==> src/core_pkg.sv <==
/*
  shared sizes, bridge region codes and state types for the bridge side
  command offsets are word offsets, taken from bridge address bits [3:2]
  load fifo depth must stay a power of two
*/
package core_pkg;

  ////////////////////
  // bus and memory sizes

  // bridge address and data width
  localparam int bridge_w = 32;
  // word address into the shared ram
  localparam int mem_aw = 10;
  localparam int mem_words = 1024;

  ////////////////////
  // bridge regions

  // load region, upper nibble of the byte address
  localparam logic [3:0] region_load = 4'h1;
  // host command block, upper byte
  localparam logic [7:0] region_cmd = 8'hF8;

  // word offsets inside the command block
  localparam logic [1:0] cmd_status_ofs = 2'd0;
  localparam logic [1:0] cmd_dl_start_ofs = 2'd1;
  localparam logic [1:0] cmd_dl_done_ofs = 2'd2;

  ////////////////////
  // reset hold and loader

  // button reset length in clk_74a cycles
  localparam logic [15:0] reset_hold_cycles = 16'd64;
  // entries in the load buffer
  localparam int load_fifo_depth = 4;

  ////////////////////
  // arbiter types

  // core port state, done is the cycle after a completion
  typedef enum logic [1:0] {idle, wait_grant, read_data, done} apb_state_t;

  // owner of the ram for the current cycle
  typedef enum logic [1:0] {grant_none, grant_loader, grant_core} grant_t;

endpackage

==> src/bridge_decode.sv <==
/*
  region decode for the host bridge, all on clk_74a
  command block aliases every 16 bytes, only address bits [3:2] select a word
  read data is registered, valid the cycle after bridge_rd and held until the next read
*/
`timescale 1ns/100ps

module bridge_decode (
  input  logic                          clk_74a,
  input  logic                          rst_n,
  input  logic [core_pkg::bridge_w-1:0] bridge_addr,
  input  logic                          bridge_rd,
  input  logic                          bridge_wr,
  input  logic [core_pkg::bridge_w-1:0] status,
  output logic [core_pkg::bridge_w-1:0] bridge_rd_data,
  output logic                          cmd_wr,
  output logic [1:0]                    cmd_ofs,
  output logic                          load_wr,
  output logic [core_pkg::mem_aw-1:0]   load_addr
);

  logic in_cmd;
  logic in_load;

  // one compare per region
  assign in_cmd = bridge_addr[31:24] == core_pkg::region_cmd;
  assign in_load = bridge_addr[31:28] == core_pkg::region_load;

  // byte address to word offset
  assign cmd_ofs = bridge_addr[3:2];
  assign load_addr = bridge_addr[core_pkg::mem_aw+1:2];

  // per-region write strobes
  assign cmd_wr = bridge_wr & in_cmd;
  assign load_wr = bridge_wr & in_load;

  ////////////////////
  // read mux

  // load region and unmapped space read back as zero
  always_ff @(posedge clk_74a) begin
    if (!rst_n) begin
      bridge_rd_data <= '0;
    end else if (bridge_rd) begin
      if (in_cmd && cmd_ofs == core_pkg::cmd_status_ofs) begin
        bridge_rd_data <= status;
      end else begin
        bridge_rd_data <= '0;
      end
    end
  end

endmodule

==> config.mk <==
export PLATFORM = sky130hd
export DESIGN_NAME = bridge_decode
export DESIGN_NICKNAME = d
export VERILOG_FILES = /design/src/core_pkg.sv /design/src/bridge_decode.sv
export SDC_FILE = /design/constraint.sdc
export NUM_CORES = 1
export LEC_CHECK = 0
export ABC_AREA = 1
export BUFFER_PORTS_ARGS = -buffer_cell sky130_fd_sc_hd__buf_2
export CORE_UTILIZATION = 25
export CTS_CLUSTER_SIZE = 40
export DETAILED_ROUTE_END_ITERATION = 6
export PLACE_DENSITY = 0.54
export SLEW_MARGIN = 20
export SYNTH_ARGS = -nofsm -noshare
export SYNTH_HDL_FRONTEND = slang
export SYNTH_SLANG_ARGS = --single-unit
==> constraint.sdc <==
create_clock -name clk_74a -period 0.85 [get_ports clk_74a]
set_input_delay 0.085 -clock clk_74a [delete_from_list [all_inputs] [get_ports clk_74a]]
set_output_delay 0.085 -clock clk_74a [all_outputs]
set_load 0.05 [all_outputs]
Yosys cells after proc, flatten, opt, wreduce, memory -nomap -nowiden --
Index checks and enable logic that the tools add are counted.
Word-level totals: register bits after elaboration 32, input port bits 68
Cells by class: equal/unequal tests 2, bitwise operators 2, multiplexer cells 1, reduce and logical (&&, ||, !) cells 2
Operator list (number):
- $mux 32 | 1
- $eq 8x8->1 const B | 1
- $eq 4x1->1 const B | 1
- $and 1x1->1 | 2
- $logic_not 2->1 | 1
- $logic_and 1x1->1 | 1

Logic depth before layout (Yosys ltp) --
word-level depth 3, mapped depth 6, gate-level depth less buffers 5

Worst setup path after synthesis --
No wires, ideal clock.
path type input to output, start point in bridge_addr[31] (netlist bit), end point out load_wr, path slack -0.875 ns, data arrival time 1.640 ns, required time 0.765 ns, path buffers 0, cell stages on the path 1, cell sequence nor4_1
On the way: word-level cells in the longest chain between the ends 2
RTL lines:
- start: declaration | RTL line bridge_decode.sv:11 | input logic [core_pkg::bridge_w-1:0] bridge_addr,
- $eq 4x1->1 | RTL line bridge_decode.sv:27 | assign in_load = bridge_addr[31:28] == core_pkg::region_load;
- $and 1x1->1 | RTL line bridge_decode.sv:35 | assign load_wr = bridge_wr & in_load;
- end: declaration | RTL line bridge_decode.sv:18 | output logic load_wr,
No other way between the ends.

Worst setup path in the final report --
start point reg bridge_rd_data[25] (netlist bit), end point out bridge_rd_data[25] (netlist bit)
RTL lines:
- start: declaration | RTL line bridge_decode.sv:15 | output logic [core_pkg::bridge_w-1:0] bridge_rd_data,
- start signal: assignment | RTL line bridge_decode.sv:46 | bridge_rd_data <= status;
No word-level cell between the ends.

==> run metrics <==
status=complete, but fails checks; failing checks=negative setup slack; Max-Cap Viols=0; post-synth cell types=15; DIE AREA=0.00617 sq mm; clk sinks=32; setup violators final=1; Initial DRC Count=35; Clock Latency Late Sink=0.27 ns; # DRC=0; Psw=1.12 mW; max FFs per register=32; endpoint class of the critical path=output port; Syn Inst Count=175; EDFF count, synth=0; CP Buf/Inv Count=1; cells along the critical path=buf_8; post-synth top area cell=dfxtp_1; Seq/Total Area, Yosys=43.7%; vias in the first global route=1405; vias after detailed routing=1495; Die H=78.6 microns; CORE AREA=0.00557 sq mm; Reg-to-Reg End=bridge_rd_data[13]; DPL Wire Length=2670 microns; Cell Area, Placed=0.00198 sq mm; FF-to-FF path depth=2; H-Tree Depth=2; slowest CP cell=dfxtp_2; pin count of the biggest net entering global routing=42; Hold WC Path Type=primary input to flop; Core Rows=27; Max Fclk=1170 MHz; WL final=3980 microns; Pre-Repair DR Iteration Count=4; logic gate share of total power=23.1%; Clock Power Share=35.2%; Setup Buffers After CTS=0; first-pass GRT wire length=6610 microns; Final Util=43.3%; drt wl/cell=12.6 microns; Slew Limit Fails=0; ys flop type=dfxtp_1; worst setup margin=-0.00549 ns; Total Power=3.95 mW; initial antenna violation count=0; CTS Root Cell=clkbuf_8; top post-synthesis cells by area=dfxtp_1, nand4_1, a21oi_1; fin nets=311; pwr dens=1630 mW/mm^2; via/cell ratio=4.73; worst hold path startpoint=status[29]; total grt overflow=0; reg2reg start=bridge_rd_data[13]; area grow syn2layout=64.9%; flops & latches, synth=32; Post-Syn Area=0.00147 sq mm; sequential share of power=41.6%; fin crit share=101%; GP Congestion=0.705; crit-path max cell delay=0.35 ns; Mean Syn Cell Area=8.37 sq um; Hold Path Stages=3; Peak VDD IR=0.716 mV; overall routing resource usage=13.6%; Post-synth ARST share=0%; clk_skew=0 ns; Setup TNS=-0.00549 ns; DP Worst Slack=-0.191 ns; Max transition margin=83.6%; number of buffers added on ports=83; crit path kind=flop to output port; commonest cells in the netlist=a21oi_1, dfxtp_1, nand4_1, o21ai_0, buf_4; starting density of the core=26.3%; final hold vios=0; Cells after DPL=308; Least-Margin Pin Slew=0.248 ns; Mapped Nets=243; final instance area=0.00242 sq mm; leak pwr=0.985 nW; switching portion of total power=28.4%; Ports=114; Critical Path AT=0.77 ns; Ys Warns=0; Layout Cells excl Fill=316; TritonCTS Buffers=5; CTS tree=yes; Worst-path clk slew=0.06 ns; Biggest register=bridge_rd_data; ANT cells=0; Startpoint Class=flop; crit path max fanout=2; critical path required time=0.76 ns; Register-to-Register Setup Slack=0.20 ns; Max Root-Sink Buffers=2; WHS Endpoint=bridge_rd_data[29]; hold slack=0.0702 ns; post-synth top area share=43.7%; share of layout cells above drive strength 1=58.6%; P_int=2.83 mW; post-route ant nets=0; Largest regs=bridge_rd_data x32; die span in x=78.6 microns; unrepaired setup endpoints after global routing=true; Top delay family on crit path=flip-flops; minimum clock period=0.855 ns
-- placed cells by master, fill, tap and decap left out --
cell type / n
nor2_4: 3
nor4_4: 1
o21ai_0: 32
buf_4: 7
a21oi_1: 32
nand2_1: 2
buf_6: 11
clkinv_4: 1
bufinv_16: 1
clkinv_2: 1
buf_8: 25
clkbuf_4: 1
clkbuf_1: 1
nand2_2: 1
inv_12: 1
clkbuf_8: 5
nor2_2: 1
dfxtp_2: 32
nand4_1: 32
nand2_4: 3
buf_12: 4
buf_2: 44
inv_1: 2
clkinv_8: 1
-- cell families (layout without fill, tap and decap cells) --
logic type | Yosys count | after routing | synth area share [%]
flops | 32 | 32 | 43.7
simple gates | 43 | 43 | 18.0
compound gates | 64 | 64 | 21.9
buf+inv | 36 | 105 | 16.4
-- repair_timing --
| action | 4_1_cts | 5_1_grt |
|---|---|---|
| pin swaps | 3 | 6 |
| hold buffers | 0 | 0 |
| resized for setup | 76 | 26 |
| setup endpoints to repair | 33 | 34 |
-- layout make-up --
class,instances,area [sq um]
fillers,581,3160
clock inverters,2,35.0
flip-flops and latches,32,681
inverters,5,48.8
repair buffers,92,860
clock buffers,6,72.6
multi-input cells,107,629
well taps,72,90.1
-- worst max-delay path by stage --
stage	to	start	cells past startpoint	slack, ns
after floorplan	cmd_wr	bridge_addr[25]	6	-0.04
after global placement	bridge_rd_data[9]	bridge_addr[25]	7	-0.17
after detailed placement	bridge_rd_data[0]	bridge_addr[25]	7	-0.19
after CTS	bridge_rd_data[16]	bridge_rd_data[16]	1	-0.02
after global routing	bridge_rd_data[5]	bridge_rd_data[5]	1	-0.05
final	bridge_rd_data[25]	bridge_rd_data[25]	1	-0.005
-- power by group through the flow --
stage               clock [mW]  sequential [mW]  combinational [mW]
finish                    1.39             1.64               0.913
detailed placement           0             1.65               0.776
floorplan                    0             1.91               0.369
CTS                       1.46             1.64               0.881
global route              1.53             1.65               0.971
global placement             0             1.65               0.776
-- metal layers --
layer	track usage [%]	share of wire [%]	vias up
met4	3.89	0.93	0
met5	0	0	-
met3	4.65	5.9	6
met2	22.4	49	47
li1	-	-	757
met1	16.7	44	685
Note: power is estimated with default switching activity, not from simulation.
