<file path="config.mk">
export PLATFORM = sky130hd
export DESIGN_NAME = slot_loader
export DESIGN_NICKNAME = d
export VERILOG_FILES = /design/src/core_pkg.sv /design/src/slot_loader.sv
export SDC_FILE = /design/constraint.sdc
export NUM_CORES = 1
export LEC_CHECK = 0
export ABC_AREA = 0
export BUFFER_PORTS_ARGS = -buffer_cell sky130_fd_sc_hd__buf_2
export CORE_ASPECT_RATIO = 0.6
export CORE_MARGIN = 2
export CORE_UTILIZATION = 30
export DETAILED_ROUTE_END_ITERATION = 8
export PLACE_DENSITY = 0.44
export SETUP_SLACK_MARGIN = 0.5
export SYNTH_ARGS = -nofsm -noshare
export SYNTH_HDL_FRONTEND = slang
export SYNTH_SLANG_ARGS = --single-unit
</file>
<file path="constraint.sdc">
create_clock -name clk_74a -period 4.3 [get_ports clk_74a]
set_input_delay 0.86 -clock clk_74a [delete_from_list [all_inputs] [get_ports clk_74a]]
set_output_delay 0.86 -clock clk_74a [all_outputs]
set_load 0.1 [all_outputs]
</file>
<file path="src/core_pkg.sv">
/*
  shared sizes, bridge region codes and state types for the bridge side
  command offsets are word offsets, taken from bridge address bits [3:2]
  load fifo depth must stay a power of two
*/
package core_pkg;

  ////////////////////
  // bus and memory sizes

  // bridge address and data width
  localparam int bridge_w = 32;
  // word address into the shared ram
  localparam int mem_aw = 10;
  localparam int mem_words = 1024;

  ////////////////////
  // bridge regions

  // load region, upper nibble of the byte address
  localparam logic [3:0] region_load = 4'h1;
  // host command block, upper byte
  localparam logic [7:0] region_cmd = 8'hF8;

  // word offsets inside the command block
  localparam logic [1:0] cmd_status_ofs = 2'd0;
  localparam logic [1:0] cmd_dl_start_ofs = 2'd1;
  localparam logic [1:0] cmd_dl_done_ofs = 2'd2;

  ////////////////////
  // reset hold and loader

  // button reset length in clk_74a cycles
  localparam logic [15:0] reset_hold_cycles = 16'd64;
  // entries in the load buffer
  localparam int load_fifo_depth = 4;

  ////////////////////
  // arbiter types

  // core port state, done is the cycle after a completion
  typedef enum logic [1:0] {idle, wait_grant, read_data, done} apb_state_t;

  // owner of the ram for the current cycle
  typedef enum logic [1:0] {grant_none, grant_loader, grant_core} grant_t;

endpackage

</file>
<file path="src/slot_loader.sv">
/*
  buffers load-region bridge writes as address and data pairs
  relies on the arbiter granting every request in its first cycle,
  so one bridge write per cycle never fills the fifo
*/
`timescale 1ns/100ps

module slot_loader (
  input  logic                          clk_74a,
  input  logic                          rst_n,
  input  logic                          load_wr,
  input  logic [core_pkg::mem_aw-1:0]   load_addr,
  input  logic [core_pkg::bridge_w-1:0] bridge_wr_data,
  output logic                          ld_req,
  output logic [core_pkg::mem_aw-1:0]   ld_addr,
  output logic [core_pkg::bridge_w-1:0] ld_data,
  input  logic                          ld_gnt
);

  // entry storage
  logic [core_pkg::mem_aw-1:0]   addr_q [core_pkg::load_fifo_depth];
  logic [core_pkg::bridge_w-1:0] data_q [core_pkg::load_fifo_depth];

  // pointers wrap on their own, depth is a power of two
  logic [$clog2(core_pkg::load_fifo_depth)-1:0] wr_ptr;
  logic [$clog2(core_pkg::load_fifo_depth)-1:0] rd_ptr;
  logic [$clog2(core_pkg::load_fifo_depth):0]   count;

  logic push;
  logic pop;
  logic full;
  logic empty;

  assign empty = count == '0;
  assign full = count == ($clog2(core_pkg::load_fifo_depth) + 1)'(core_pkg::load_fifo_depth);
  assign push = load_wr;
  assign pop = ld_gnt & ~empty;

  ////////////////////
  // fifo control

  always_ff @(posedge clk_74a) begin
    if (!rst_n) begin
      wr_ptr <= '0;
      rd_ptr <= '0;
      count  <= '0;
    end else begin
      if (push) begin
        wr_ptr <= wr_ptr + 1'b1;
      end
      if (pop) begin
        rd_ptr <= rd_ptr + 1'b1;
      end
      // push and pop together leave the count alone
      case ({push, pop})
        2'b10:   count <= count + 1'b1;
        2'b01:   count <= count - 1'b1;
        default: count <= count;
      endcase
    end
  end

  // payload only
  always_ff @(posedge clk_74a) begin
    if (push) begin
      addr_q[wr_ptr] <= load_addr;
      data_q[wr_ptr] <= bridge_wr_data;
    end
  end

  ////////////////////
  // memory request

  // head entry held until granted
  assign ld_req = ~empty;
  assign ld_addr = addr_q[rd_ptr];
  assign ld_data = data_q[rd_ptr];

  // a bridge write never lands on a full buffer
  a_no_overflow: assert property (
    @(posedge clk_74a) disable iff (!rst_n)
    push |-> !full
  );

endmodule

</file>
## Word level (Yosys, flattened, before mapping)

Memories as Yosys holds them, arrays and structs flattened. A register that Yosys moved wholly into a read port is not among the register bits.
Cells that the tools add are included.

- Register bits after elaboration: 7
- Bits in writable memories: 168
- Output and inout port bits: 43
- Memories: 2

Memories:

| memory | depth | bits a word | read ports | clocked after memory_dff | wr ports | RTL line | RTL |
|---|---|---|---|---|---|---|---|
| data_q | 4 | 32 | 1 | 1 | 1 | slot_loader.sv:22 | `logic [core_pkg::bridge_w-1:0] data_q [core_pkg::load_fifo_depth];` |
| addr_q | 4 | 10 | 1 | 1 | 1 | slot_loader.sv:21 | `logic [core_pkg::mem_aw-1:0] addr_q [core_pkg::load_fifo_depth];` |

- Reduce and logical (&&, ||, !) cells: 2
- Eq/ne operators: 2
- Mux-type cells: 7
- $add $sub $neg: 4
- Bitwise logic cells: 2

Operators with widths:

| cell | count |
|---|---|
| $mux 2 | 4 |
| $pmux 3 s2 | 1 |
| $add 2x1->2 const B | 2 |
| $add 3x1->3 const B | 1 |
| $logic_not 3->1 | 1 |
| $sub 3x1->3 const B | 1 |
| $eq 2x1->1 const B | 1 |
| $eq 2x2->1 const B | 1 |
| $mux 1 | 2 |
| $reduce_bool 2->1 | 1 |
| $and 1x1->1 | 1 |
| $not 1->1 | 1 |

## Longest topological paths before layout

- Depth in word-level cells: 5
- Mapped depth: 7

## Least setup slack after synthesis

Ideal clock, no wire load.

- Path type: register to output
- Start point: register (tool-made name)
- End point: output ld_addr[9] (netlist bit)
- Setup slack: 1.989 ns
- Data arrival time: 1.451 ns
- Path buffers: 1
- Stages on the path, launching flop included: 3
- Path through: dfxtp_1 buf_6 mux4_1

RTL lines:

| item | RTL line | RTL |
|---|---|---|
| end, declared | slot_loader.sv:15 | `output logic [core_pkg::mem_aw-1:0] ld_addr,` |

==> impl_metrics.yaml <==
outcome:
  status: "complete, no violations"
drt:
  wl_um: 12840
  wl_per_cell_um: 19.49
  drtPass1Iterations: 4
  drtAntennaViolNets: 0
  vias: 2990
  drt_iter0_drc: 148
  vias_per_cell: 4.537
  drc: 0
clocking:
  cts_root_buffer: "clkbuf_16"
  max-clock-path-buffers: 2
  ctsResizeCount: 0
  clk-insertion-delay-late_ps: 420
  post_cts_buffers: 0
  clock-sinks: 177
  tritoncts: "yes"
  clk_pin_slew_ps: 60
  cts-htree-levels: 4
  cts_hold_buf: 0
  cts_made_buffers: 17
timing:
  worst_slew_pin_slew_ps: 925.5
  min_period_ps: 3220
  slew_headroom_pct: 38.30
  hold_violations: 0
  setup_violations: 0
  rsz0062_at_grt: "no"
  slew_viol_final: 0
  fin_tns_setup_ps: 0
  max_clock_freq_mhz: 310.6
  skew_ps: 6.998
  finalCritPeriodShare_pct: 74.88
finish:
  final_cell_mix: "edfxtp_1, buf_2, mux4_2, clkbuf_16, dfxtp_1"
  area_growth_pct: 19.57
  fillCellCount: 1999
  seqCellArea_um2: 5230
  final_area_um2: 7859
  drive_gt1_share_pct: 42.89
  final_common_cell: "edfxtp_1"
  layout.nets: 421
  diodes: 0
  final_util_pct: 37.00
  multiInputGateArea_um2: 1215
synth:
  synth_area_um2: 6573
  ys_types: 22
  ys_seq_area_share_pct: 79.50
  synth_top_area_share_pct: 76.76
  yosys_register_bits: 177
  yosysWarnings: 0
  avgSynthCellArea_um2: 24.71
  synth_top_area_cell: "edfxtp_1"
  syn_inst: 266
  synth.net_count: 318
  yosys-top-cells-area: "edfxtp_1, mux4_2, dfxtp_1"
placement:
  io_buffer_count: 88
  place.gp.congestion: 0.7155
  dp_hpwl_um: 7737
  place_area_um2: 7302
power:
  p_leak_nw: 2.618
  ir_worst_vdd_mv: 0.2748
  p_per_area_nw_per_um2: 660.1
  power_mw: 5.187
critical_path:
  max_stage_delay_ps: 970
  critPathLaunchType: "flip-flop"
  cp_slowest_cell: "dfxtp_4"
  crit_path_cell_trace: "mux4_2, buf_2"
  worstPathArrival_ps: 2360
  path_max_fanout: 42
  reg2reg_to: "data_q[0][6]"
  r2r_start: "wr_ptr[0]"
  crit_type: "reg -> out"
  cp.required_ps: 3440
  r2r_setup_slack_ps: 2310
  timing.reg2reg.worst_path_depth: 4
  crit_path_end_kind: "output port"
worst_hold_path:
  worstHoldEndpoint: "count[2]"
  min-delay-start: "count[2]"
  hp-class: "reg -> reg"
  hold_depth: 2
die:
  core_um2: 21240
  die_h_um: 118.7
  die_x_um: 195.1
  dieArea_um2: 23150
  num_io_pins: 89
  rows: 41
  start_util_pct: 30.95
grt:
  grt-ovfl-total: 0
  grtUsageTotal_pct: 11.92
  grt_pass1_vias: 3311
  grt_pass1_wl_um: 19750
  grt_max_degree: 43
  antenna_found_initial: 2
job:
  maxCapViolations: 0
[cell type report]
type | instances | share of cell area (%)
Timing Repair Buffer | 94 | 6.177
Clock buffer | 21 | 5.604
Clock inverter | 9 | 1.481
Multi-Input combinational cell | 73 | 15.46
Inverter | 6 | 0.2866
Tap cell | 279 | 4.442
Sequential cell | 177 | 66.55
[how the worst max path moves through the flow]
stage | slack, ps | startpoint | end
after detailed placement | 1430 | flip-flop | ld_addr[9]
after global placement | 1420 | flip-flop | ld_addr[9]
final | 1080 | flip-flop | ld_data[1]
after CTS | 970 | flip-flop | ld_addr[9]
after floorplan | 1990 | flip-flop | ld_addr[9]
after global routing | 860 | flip-flop | ld_data[31]
[cell usage after synthesis, drive strengths merged]
cell / count
edfxtp: 168
mux4: 42
buf: 9
dfxtp: 9
and2: 8
inv: 6
ha: 5
nor2b: 3
xnor2: 3
o21ai: 2
or3: 2
xor2: 2
a21boi: 1
clkbuf: 1
fa: 1
mux2i: 1
nand2: 1
o311ai: 1
o31a: 1
[critical path: cells and delay by family, from the launching register on]
kind	cells	cell delay, ps
flip-flops	1	970
buffers and inverters	1	320
multiplexers	1	640
[cells by family (layout without fill, tap and decap cells)]
family          after synthesis  after routing  share of synthesized area [%]
buf+inv                      16            130                          2.094
simple gates                 14             14                          1.294
fa+ha+maj                     6              6                          1.256
xor+xnor                      5              5                         0.6664
mux                          43             43                          14.66
flops                       177            177                          79.50
compound gates                5              5                         0.5331
[power by group]
part | switching [mW] | total [mW] | internal (mW)
registers | 0.134 | 2.13 | 1.99
logic | 1.22 | 1.58 | 0.361
clock network | 0.579 | 1.48 | 0.897
[per-layer routing]
metal	vias to the layer above	wire, um	part of all wire, %	global-route usage, %
li1	1321	-	-	-
met1	1575	5731	45	15.12
met2	74	6037	47	18.28
met3	16	882	6.9	5.051
met4	4	168	1.3	4.294
met5	-	24	0.19	0
[state kept, by name, indices dropped and copies added, names as in the netlist, named ones only]
| name | cells |
|---|---|
| addr_q | 40 |
| count | 3 |
| data_q | 128 |
| rd_ptr | 2 |
| wr_ptr | 2 |
[stage by stage]
stage	cells	hold slack (ps)	setup slack, ps
CTS	659	524.9	966.9
global route	659	573.4	864.6
finish	659	524.5	1080
floorplan	266	484.4	1989
detailed placement	629	512.9	1435
global placement	629	512.9	1425
(Power assumes the default switching activity.)
