==> src/core_pkg.sv <==
/*
  shared sizes, bridge region codes and state types for the bridge side
  command offsets are word offsets, taken from bridge address bits [3:2]
  load fifo depth must stay a power of two
*/
package core_pkg;

  ////////////////////
  // bus and memory sizes

  // bridge address and data width
  localparam int bridge_w = 32;
  // word address into the shared ram
  localparam int mem_aw = 10;
  localparam int mem_words = 1024;

  ////////////////////
  // bridge regions

  // load region, upper nibble of the byte address
  localparam logic [3:0] region_load = 4'h1;
  // host command block, upper byte
  localparam logic [7:0] region_cmd = 8'hF8;

  // word offsets inside the command block
  localparam logic [1:0] cmd_status_ofs = 2'd0;
  localparam logic [1:0] cmd_dl_start_ofs = 2'd1;
  localparam logic [1:0] cmd_dl_done_ofs = 2'd2;

  ////////////////////
  // reset hold and loader

  // button reset length in clk_74a cycles
  localparam logic [15:0] reset_hold_cycles = 16'd64;
  // entries in the load buffer
  localparam int load_fifo_depth = 4;

  ////////////////////
  // arbiter types

  // core port state, done is the cycle after a completion
  typedef enum logic [1:0] {idle, wait_grant, read_data, done} apb_state_t;

  // owner of the ram for the current cycle
  typedef enum logic [1:0] {grant_none, grant_loader, grant_core} grant_t;

endpackage

==> src/mem_arbiter.sv <==
/*
  fixed-priority ram arbiter, loader first, core apb port second
  core write completes in its grant cycle, read one cycle later with prdata
  any core access phase seen during core_reset ends at once with pslverr
*/
`timescale 1ns/100ps

module mem_arbiter (
  input  logic                          clk_74a,
  input  logic                          rst_n,
  input  logic                          ld_req,
  input  logic [core_pkg::mem_aw-1:0]   ld_addr,
  input  logic [core_pkg::bridge_w-1:0] ld_data,
  output logic                          ld_gnt,
  input  logic                          core_reset,
  input  logic                          psel,
  input  logic                          penable,
  input  logic                          pwrite,
  input  logic [core_pkg::mem_aw-1:0]   paddr,
  input  logic [core_pkg::bridge_w-1:0] pwdata,
  output logic [core_pkg::bridge_w-1:0] prdata,
  output logic                          pready,
  output logic                          pslverr,
  output logic                          ram_we,
  output logic [core_pkg::mem_aw-1:0]   ram_addr,
  output logic [core_pkg::bridge_w-1:0] ram_wdata,
  input  logic [core_pkg::bridge_w-1:0] ram_rdata
);

  core_pkg::apb_state_t state;
  core_pkg::apb_state_t state_nxt;
  core_pkg::grant_t     grant;

  logic setup;
  logic access;
  logic core_gnt;
  logic core_err;

  // apb phases
  assign setup = psel & ~penable;
  assign access = psel & penable;

  ////////////////////
  // grant

  // loader always first, core only while waiting in its access phase
  always_comb begin
    grant = core_pkg::grant_none;
    if (ld_req) begin
      grant = core_pkg::grant_loader;
    end else if (state == core_pkg::wait_grant && access && !core_reset) begin
      grant = core_pkg::grant_core;
    end
  end

  assign ld_gnt = grant == core_pkg::grant_loader;
  assign core_gnt = grant == core_pkg::grant_core;

  // error ends the transfer whatever the loader does
  assign core_err = state == core_pkg::wait_grant && access && core_reset;

  ////////////////////
  // core port fsm

  always_comb begin
    state_nxt = state;
    case (state)
      // a new setup may follow a completion directly
      core_pkg::idle, core_pkg::done: begin
        state_nxt = setup ? core_pkg::wait_grant : core_pkg::idle;
      end
      core_pkg::wait_grant: begin
        if (!psel) begin
          state_nxt = core_pkg::idle;
        end else if (core_err || (core_gnt && pwrite)) begin
          state_nxt = core_pkg::done;
        end else if (core_gnt) begin
          state_nxt = core_pkg::read_data;
        end
      end
      // ram read data arrives here
      core_pkg::read_data: begin
        state_nxt = core_pkg::done;
      end
      default: begin
        state_nxt = core_pkg::idle;
      end
    endcase
  end

  always_ff @(posedge clk_74a) begin
    if (!rst_n) begin
      state <= core_pkg::idle;
    end else begin
      state <= state_nxt;
    end
  end

  ////////////////////
  // completion and ram drive

  assign pready = core_err | (core_gnt & pwrite) | (state == core_pkg::read_data);
  assign pslverr = core_err;
  assign prdata = (state == core_pkg::read_data) ? ram_rdata : '0;

  assign ram_we = ld_gnt | (core_gnt & pwrite);
  assign ram_addr = ld_gnt ? ld_addr : paddr;
  assign ram_wdata = ld_gnt ? ld_data : pwdata;

  // single owner per cycle
  a_grant_onehot: assert property (
    @(posedge clk_74a) disable iff (!rst_n)
    $onehot0({ld_gnt, core_gnt})
  );

  // loader request always shuts the core out
  a_loader_first: assert property (
    @(posedge clk_74a) disable iff (!rst_n)
    ld_req |-> !core_gnt
  );

endmodule

==> config.mk <==
export PLATFORM = sky130hd
export DESIGN_NAME = mem_arbiter
export DESIGN_NICKNAME = d
export VERILOG_FILES = /design/src/core_pkg.sv /design/src/mem_arbiter.sv
export SDC_FILE = /design/constraint.sdc
export NUM_CORES = 1
export LEC_CHECK = 0
export ABC_AREA = 1
export ABC_CLOCK_PERIOD_IN_PS = 3000
export BUFFER_PORTS_ARGS = -buffer_cell sky130_fd_sc_hd__buf_2
export CAP_MARGIN = 30
export CORE_ASPECT_RATIO = 0.75
export CORE_MARGIN = 8
export CORE_UTILIZATION = 23
export DETAILED_ROUTE_END_ITERATION = 16
export PLACE_DENSITY_LB_ADDON = 0.2
export SYNTH_ARGS = -nofsm -noshare
export SYNTH_HDL_FRONTEND = slang
export SYNTH_SLANG_ARGS = --single-unit
==> constraint.sdc <==
create_clock -name clk_74a -period 3 [get_ports clk_74a]
set_clock_uncertainty 0.1 [all_clocks]
set_input_delay 0.3 -clock clk_74a [delete_from_list [all_inputs] [get_ports clk_74a]]
set_output_delay 0.3 -clock clk_74a [all_outputs]
set_load 0.02 [all_outputs]
Word-level counts from Yosys, hierarchy flattened
Index checks and enable logic that the tools add are counted.
Storage, ports and cells
  output and inout bits: 78
  logic and storage cells: 32
  input port bits: 123
  bits in registers: 2
Cells by class
  reductions and logical operators: 8
  equality and inequality tests: 6
  muxes and demuxes: 10
  bitwise gates (word level): 7
Operators with widths (count)
  two-way mux 32 bit: 2
  two-way mux 10 bit: 1
  two-way mux 2 bit: 5
  equality test 2 bit, second input constant: 3
  case mux 2 bit (3 select lines): 1
  equality test 2 x 1 -> 1 bit, second input constant: 2
  logical AND 1 bit: 4
  != test 4 x 3 -> 1 bit, second input constant: 1
  AND 1 bit: 3
  bitwise OR 1 bit: 3
  zero test 2 bit: 1
  OR reduction 2 bit: 1
  zero test 1 bit: 1
  logical OR 1 bit: 1
  two-way mux 1 bit: 1
  inverter 1 bit: 1

Logic depth before layout (Yosys ltp)
Gate-level depths: netlist (run 1).
  word-level depth: 11
  mapped depth: 9
  mapped depth without buffers: 9

Worst setup path after synthesis (run 1)
Ideal clock, no wire load.
  path type: flip-flop to output port
  from: register state[0]
  to: output port prdata[10] in the netlist's numbering
  slack: 1.502 ns
  stages on the path, launching flop included: 7
  data required time: 2.600 ns
  buffers on the path: 2
  arrival: 1.098 ns
  cell sequence: dfxtp_1 inv_1 ha_1 buf_2 clkbuf_1 nand2_1 inv_1
On the way
  word-level cells in the longest chain between the ends: 2
Ends and longest elaborated chain
  from (decl): RTL line mem_arbiter.sv:30  | core_pkg::apb_state_t state;
  from (signal assigned): RTL line mem_arbiter.sv:93  | state <= core_pkg::idle;
  from (signal assigned): RTL line mem_arbiter.sv:95  | state <= state_nxt;
  equality test 2 bit: RTL line mem_arbiter.sv:104  | assign prdata = (state == core_pkg::read_data) ? ram_rdata : '0;
  two-way mux 32 bit: RTL line mem_arbiter.sv:104
  to (decl): RTL line mem_arbiter.sv:21  | output logic [core_pkg::bridge_w-1:0] prdata,
Every way passes these cells.

Worst setup path after layout (run 1)
  from: register state[0]
  to: output port pready
On the way
  word-level cells in the longest chain between the ends: 9
  elaborated cells on any way between the ends: 11
  classes of those cells: eq/ne (3); mux (2); bitwise (3); reduce/logical (3)
Ends and longest elaborated chain
  equality test 2 x 1 -> 1 bit: RTL line mem_arbiter.sv:51, mem_arbiter.sv:60
  logical AND 1 bit: RTL line mem_arbiter.sv:51, mem_arbiter.sv:60
  logical AND 1 bit: RTL line mem_arbiter.sv:51  | end else if (state == core_pkg::wait_grant && access && !core_reset) begin
  two-way mux 2 bit: RTL line mem_arbiter.sv:51
  two-way mux 2 bit: RTL line mem_arbiter.sv:49  | if (ld_req) begin
  equality test 2 bit: RTL line mem_arbiter.sv:57  | assign core_gnt = grant == core_pkg::grant_core;
  AND 1 bit: RTL line mem_arbiter.sv:102  | assign pready = core_err | (core_gnt & pwrite) | (state == core_pkg::read_data);
  bitwise OR 1 bit: RTL line mem_arbiter.sv:102
  bitwise OR 1 bit (*): RTL line mem_arbiter.sv:102
  to (decl): RTL line mem_arbiter.sv:22  | output logic pready,
Mark *: on every way between the ends. The rest lies on a longest branch, timed or not.

==> reports/results.txt, run 1 <==
total gr overflow: 0
synthesized flop and latch total: 2
hold-fix buffer count after cts: 0
Die W: 91.7 um
worst-margin pin slew: 0.454 ns
share of cells above drive strength 1: 50.1%
pwr/cell area: 202 nW/um^2
Comb power frac: 68.5%
startpoint class of the critical path: flop
Cell Area, Synth: 990 um^2
unrepaired setup endpoints after global routing: no
Core Util, Final: 50.4%
Setup violations, final: 0
post-synthesis sequential area ratio: 4.05%
most frequent cells in the layout: buf_2, nand2_1, inv_1, buf_4, clkbuf_8
f_max: 0.503 GHz
Hold Path Class: input port to flop
syn_nets: 361
share of Yosys cell area claimed by the top area cell type: 62.6%
DRC violations left: 0
clock transition at the registers of the reported paths: 0.03 ns
via count: 1926
Reg power frac: 6.9%
H-tree levels: 1
Core ar.: 4100 um^2
Psw: 0.186 mW
CTS root buf: clkbuf_8
Vias per Instance: 3.98
CP max stage delay: 0.36 ns
Max-slew headroom: 69.6%
most common cell after layout, fill and taps aside: buf_2
WS Path Type: flop to output port
status: completed
routability cong.: 0.838
first-pass GRT wire length: 8980 um
Most flops, register: state
initial antenna violation count: 0
initial core utilization: 24.1%
slowest CP cell: ha_1
post_cts resized: 0
crit-path cells: inv_1, ha_1, buf_4, nand3b_2, buf_2
Critical Path RT: 2.60 ns
Ys Warns: 0
GRT Overall Usage: 16.2%
ranking of synthesized cells by area: nand2_1, inv_1, dfxtp_1
Post-DP HPWL: 5320 um
vias in the first global route: 1751
number of flip-flops in the largest register: 2
WL/cell: 12.4 um
post-synthesis cell type count: 19
Final ANT Viol Nets: 0
sw frac: 44.4%
TritonRoute pass-1 iters: 4
Final Slew Violations: 0
die area: 6680 um^2
fill cell count: 462
Power Total: 0.418 mW
Sink Count: 2
synthesized area per cell: 4.19 um^2
top cell type by total area after synthesis: nand2_1
TritonCTS clock tree: done
Peak supply drop: 179 uV
TritonCTS buffer count: 3
final setup TNS: 0 ns
Buffers on Ports: 200
Final Cycle Share: 66.3%
largest net degree at the start of global routing: 45
Final Hold Fails: 0
CP endpoint kind: output port
DRT Wirelength: 6000 um
Clock Path Buffers: 2
top flop regs: state x2
area grow syn2layout: 109%
Int Pwr: 0.233 mW
Max FO, Critical Path: 24
post-CTS setup buffers: 0
fin crit period: 1.99 ns
Clk pwr share: 24.6%
latest clock arrival within the worst-skew pair: 0.21 ns
die extent in y: 72.8 um
CP arrival: 1.59 ns
row count: 20
ANT cells: 0
leakage: 1.73 nW
Cells after Synth: 236
IO Count: 201
DRT iter0 DRCs: 52
Max Cap Viol: 0
Final nets: 556
==> worst max-delay path, delay by kind of cell, from the launching register on <==
kind / cells / cell delay (ns)
adder cells (fa/ha/maj): 1 / 0.36
AND/OR/NAND/NOR: 1 / 0.17
flip-flops: 1 / 0.30
buffers and inverters: 3 / 0.56
==> power by group through the flow <==
stage	Clock [mW]	Sequential (mW)	Combinational [mW]
3_3_place_gp	0	0.0292	0.287
2_1_floorplan	0	0.0291	0.148
3_5_place_dp	0	0.0292	0.289
5_1_grt	0.111	0.0289	0.314
4_1_cts	0.106	0.0289	0.290
6_report	0.103	0.0289	0.286
==> routing by layer <==
metal  wire (um)  vias up  global-route usage, %
met4           0        0                   1.60
li1            -     1052                      -
met5           0        -                      0
met1        2310      801                   16.3
met3         438        0                   4.21
met2        3250       73                   33.4
==> cells in the mapped netlist <==
cell type,n
a21oi_2,2
buf_2,6
buf_4,1
clkbuf_1,7
clkinv_1,1
dfxtp_1,2
ha_1,2
inv_1,38
inv_2,1
nand2_1,165
nand2_2,1
nand3_1,2
nand3_2,1
nand3b_2,1
nand4_1,1
nor2_1,2
nor2_2,1
nor2_4,1
o21ai_0,1
==> area by class of cell <==
class	count	area, um^2	area share, %
Multi-Input combinational cell	180	736	35.6
Clock buffer	3	41.3	2.00
Timing Repair Buffer	204	1030	49.9
Sequential cell	2	40.0	1.94
Tap cell	55	68.8	3.33
Inverter	40	150	7.26
==> metrics by stage <==
step                cells  setup WS, ns  cell area [um^2]  hold WS, ns
floorplan             236          1.50               990        0.320
global placement      481          1.24              2030        0.398
detailed placement    481          1.19              2030        0.403
CTS                   484         0.993              2070        0.250
global route          484         0.877              2070        0.268
finish                484          1.01              2070        0.252
==> worst paths after layout <==
| kind | startpoint | endpoint | slack, ns | cells past startpoint |
|---|---|---|---|---|
| max reg2reg | state[0]$_SDFFE_PN0P_ | state[0]$_SDFFE_PN0P_ | 1.43 | 6 |
| min | rst_n | state[0]$_SDFFE_PN0P_ | 0.25 | 3 |
| max | state[0]$_SDFFE_PN0P_ | pready | 1.01 | 5 |
| min reg2reg | state[1]$_SDFFE_PN0P_ | state[1]$_SDFFE_PN0P_ | 0.40 | 2 |
==> cells by family after synthesis <==
kind of cell / after synthesis / share of synthesized area, %
compound gates: 3 / 2.28
fa+ha+maj: 2 / 2.53
simple gates: 175 / 69.5
flops: 2 / 4.05
buf+inv: 54 / 21.6
Note: power is estimated with default switching activity, not from simulation.
==> inputs of run 2 (changes only) <==
--- a/config.mk
+++ b/config.mk
@@ -5,8 +5,8 @@
 export SDC_FILE = /design/constraint.sdc
 export NUM_CORES = 1
 export LEC_CHECK = 0
-export ABC_AREA = 1
-export ABC_CLOCK_PERIOD_IN_PS = 3000
+export ABC_AREA = 0
+export ABC_CLOCK_PERIOD_IN_PS = 2000
 export BUFFER_PORTS_ARGS = -buffer_cell sky130_fd_sc_hd__buf_2
 export CAP_MARGIN = 30
 export CORE_ASPECT_RATIO = 0.75
==> constraint.sdc (replaced) <==
create_clock -name clk_74a -period 2 [get_ports clk_74a]
set_clock_uncertainty 0.1 [all_clocks]
set_input_delay 0.2 -clock clk_74a [delete_from_list [all_inputs] [get_ports clk_74a]]
set_output_delay 0.2 -clock clk_74a [all_outputs]
set_load 0.02 [all_outputs]
==> reports/results.txt, run 2 <==
TritonCTS clock tree: done
TritonRoute pass-1 iters: 4 (unchanged)
Post-DP HPWL: 5280 um (-0.80%)
DRT Wirelength: 5880 um (-2.0%)
CP arrival: 1.41 ns (-0.18 ns)
Hold Path Class: input port to flop
CP endpoint kind: output port
die extent in y: 70.6 um (-3.0%)
leakage: 1.23 nW (-29%)
first-pass GRT wire length: 8090 um (-10%)
Reg power frac: 7.3% (+0.4 points)
share of Yosys cell area claimed by the top area cell type: 51.7% (-11 points)
hold-fix buffer count after cts: 0 (unchanged)
Cells after Synth: 108 (-54%)
unrepaired setup endpoints after global routing: no
Reg area: 40.0 um^2 (unchanged)
Ys Warns: 0 (unchanged)
ANT cells: 0 (unchanged)
worst-margin pin slew: 0.228 ns (-0.225 ns)
Cell Area, Synth: 915 um^2 (-7.6%)
Post-synth EDFFs: 0 (unchanged)
commonest cells in the netlist: mux2_2, and2_1, buf_4
Critical Path RT: 1.70 ns (-0.90 ns)
fill cell count: 394 (-15%)
DRT iter0 DRCs: 26 (-50%)
post-synthesis mux area share: 52.8% (+53 points)
Placement Setup Slack: 0.515 ns (-0.678 ns)
initial core utilization: 23.3% (-0.84 points)
Final ANT Viol Nets: 0 (unchanged)
share of cells above drive strength 1: 81.6% (+31 points)
simple-gate area share of the yosys netlist: 27.9% (-42 points)
worst setup path startpoint: state[1]$_SDFFE_PN0P_
via count: 1475 (-23%)
IO Count: 201 (unchanged)
syn_nets: 233 (-35%)
CTS root buf: clkbuf_8
count leader, synth: mux2_2
DRC violations left: 0 (unchanged)
r2r startpoint: state[1]$_SDFFE_PN0P_
fin crit period: 1.71 ns
Clk pwr share: 25.4% (+0.8 points)
vias in the first global route: 1383 (-21%)
most common cell after layout, fill and taps aside: buf_2
Post-Synth XOR/XNOR Area: 0% (unchanged)
combinational family with the most area after synthesis: multiplexers
row count: 20 (unchanged)
top flop regs: state x2
Max Cap Viol: 0 (unchanged)
WS Path Type: flop to output port
post_cts resized: 0 (unchanged)
die area: 6270 um^2 (-6.1%)
Psw: 0.240 mW (+29%)
Clock Path Buffers: 2 (unchanged)
Comb power frac: 67.2% (-1.3 points)
routability cong.: 0.784 (-6.3%)
largest net degree at the start of global routing: 47 (+4.4%)
WL/cell: 16.4 um (+32%)
TritonCTS buffer count: 3 (unchanged)
post-synthesis cell type count: 18 (-1)
post-CTS setup buffers: 0 (unchanged)
Buffers on Ports: 200 (unchanged)
status: completed
Final Hold Fails: 0 (unchanged)
Vias per Instance: 4.11 (+3.2%)
Max FO, Critical Path: 3 (-88%)
Most flops, register: state
startpoint class of the critical path: flop
Final Cycle Share: 85.3%
Core ar.: 3930 um^2 (-4.3%)
Setup violations, final: 0 (unchanged)
number of flip-flops in the largest register: 2 (unchanged)
Top FF cell, synth: dfxtp_1
area grow syn2layout: 119%
synthesized area per cell: 8.47 um^2 (+100%)
Sink Count: 2 (unchanged)
ys async rst share: 0% (unchanged)
H-tree levels: 1 (unchanged)
f_max: 0.586 GHz
compound-gate portion of the synthesized area: 5.20% (+2.9 points)
Power Total: 0.619 mW (+48%)
synthesized flop and latch total: 2 (unchanged)
Final nets: 431 (-22%)
Peak supply drop: 173 uV (-3.5%)
ranking of synthesized cells by area: mux2_2, and2_1, dfxtp_1
clock transition at the registers of the reported paths: 0.03 ns (about the same)
top cell type by total area after synthesis: mux2_2
final worst slack: 0.295 ns (-0.717 ns)
startpoint of the worst hold path: rst_n
most frequent cells in the layout: buf_2, mux2_2, and2_1
pwr/cell area: 309 nW/um^2 (+53%)
multi-input logic area: 811 um^2 (+10%)
latest clock arrival within the worst-skew pair: 0.21 ns (about the same)
final setup TNS: 0 ns (unchanged)
post-synthesis sequential area ratio: 4.38% (+0.33 points)
Die W: 88.8 um (-3.2%)
WHS: 0.142 ns (-0.111 ns)
initial antenna violation count: 0 (unchanged)
total gr overflow: 0 (unchanged)
Final Slew Violations: 0 (unchanged)
GRT Overall Usage: 16.5% (+0.28 points)
Max-slew headroom: 84.8% (+15 points)
sw frac: 38.7% (-5.6 points)
Synth Area in Adders: 2.74% (+0.21 points)
Int Pwr: 0.379 mW (+63%)
run 2: changes by cell type in the layout (fill, tap and decap cells not counted), sizes merged, moves of 3 or more:
cell    previous run  this run
and2               0        33
nand3              3         0
mux2               0        42
nand2            166         1
nand2b             0         3
inv               39         3
run 2: layout make-up:
type | instances | share of cell area, %
repair buffers | 202 | 51.4
multi-input cells | 94 | 40.5
clock buffers | 3 | 2.06
well taps | 55 | 3.44
flip-flops and latches | 2 | 2.00
inverters | 3 | 0.563
run 2: per-stage QoR:
stage | instance area (um^2) | std cells | utilization (%)
2_1_floorplan | 915 | 108 | -
5_1_grt | 2000 | 359 | 50.9
3_5_place_dp | 1960 | 356 | 49.9
4_1_cts | 2000 | 359 | 50.9
6_report | 2000 | 359 | 50.9
3_3_place_gp | 1960 | 356 | 49.9
run 2: cell families after synthesis:
family,count (synthesis)
compound gates,7
fa+ha+maj,2
mux,43
simple gates,42
buf+inv,12
flops,2
run 2: power by group through the flow:
stage	Combinational [mW]	Clock [mW]	Sequential [mW]
after CTS	0.419	0.162	0.0454
after global routing	0.447	0.168	0.0456
after floorplan	0.223	0	0.0452
after global placement	0.414	0	0.0458
final	0.416	0.158	0.0455
after detailed placement	0.417	0	0.0458
run 2: metal layers:
metal / up-vias / track usage (%) / wire [um]
li1: 765 / - / -
met1: 625 / 16.5 / 2040
met2: 79 / 30.5 / 3130
met3: 6 / 6.60 / 663
met4: 0 / 3.55 / 58
met5: - / 0 / 0
run 2: worst max-delay path, cell delays in order, from the launching register on:
cell and delay (ns):
dfxtp_1 0.34, inv_1 0.05, ha_1 0.19, and3_1 0.21, a31o_2 0.24, buf_2 0.16
run 2: final timing paths:
| kind | to | slack, ns | cells past startpoint |
|---|---|---|---|
| hold / removal | state[1]$_SDFFE_PN0P_ | 0.14 | 2 |
| hold reg to reg | state[1]$_SDFFE_PN0P_ | 0.46 | 2 |
| setup / recovery | ram_we | 0.29 | 5 |
| setup reg to reg | state[0]$_SDFFE_PN0P_ | 0.57 | 6 |
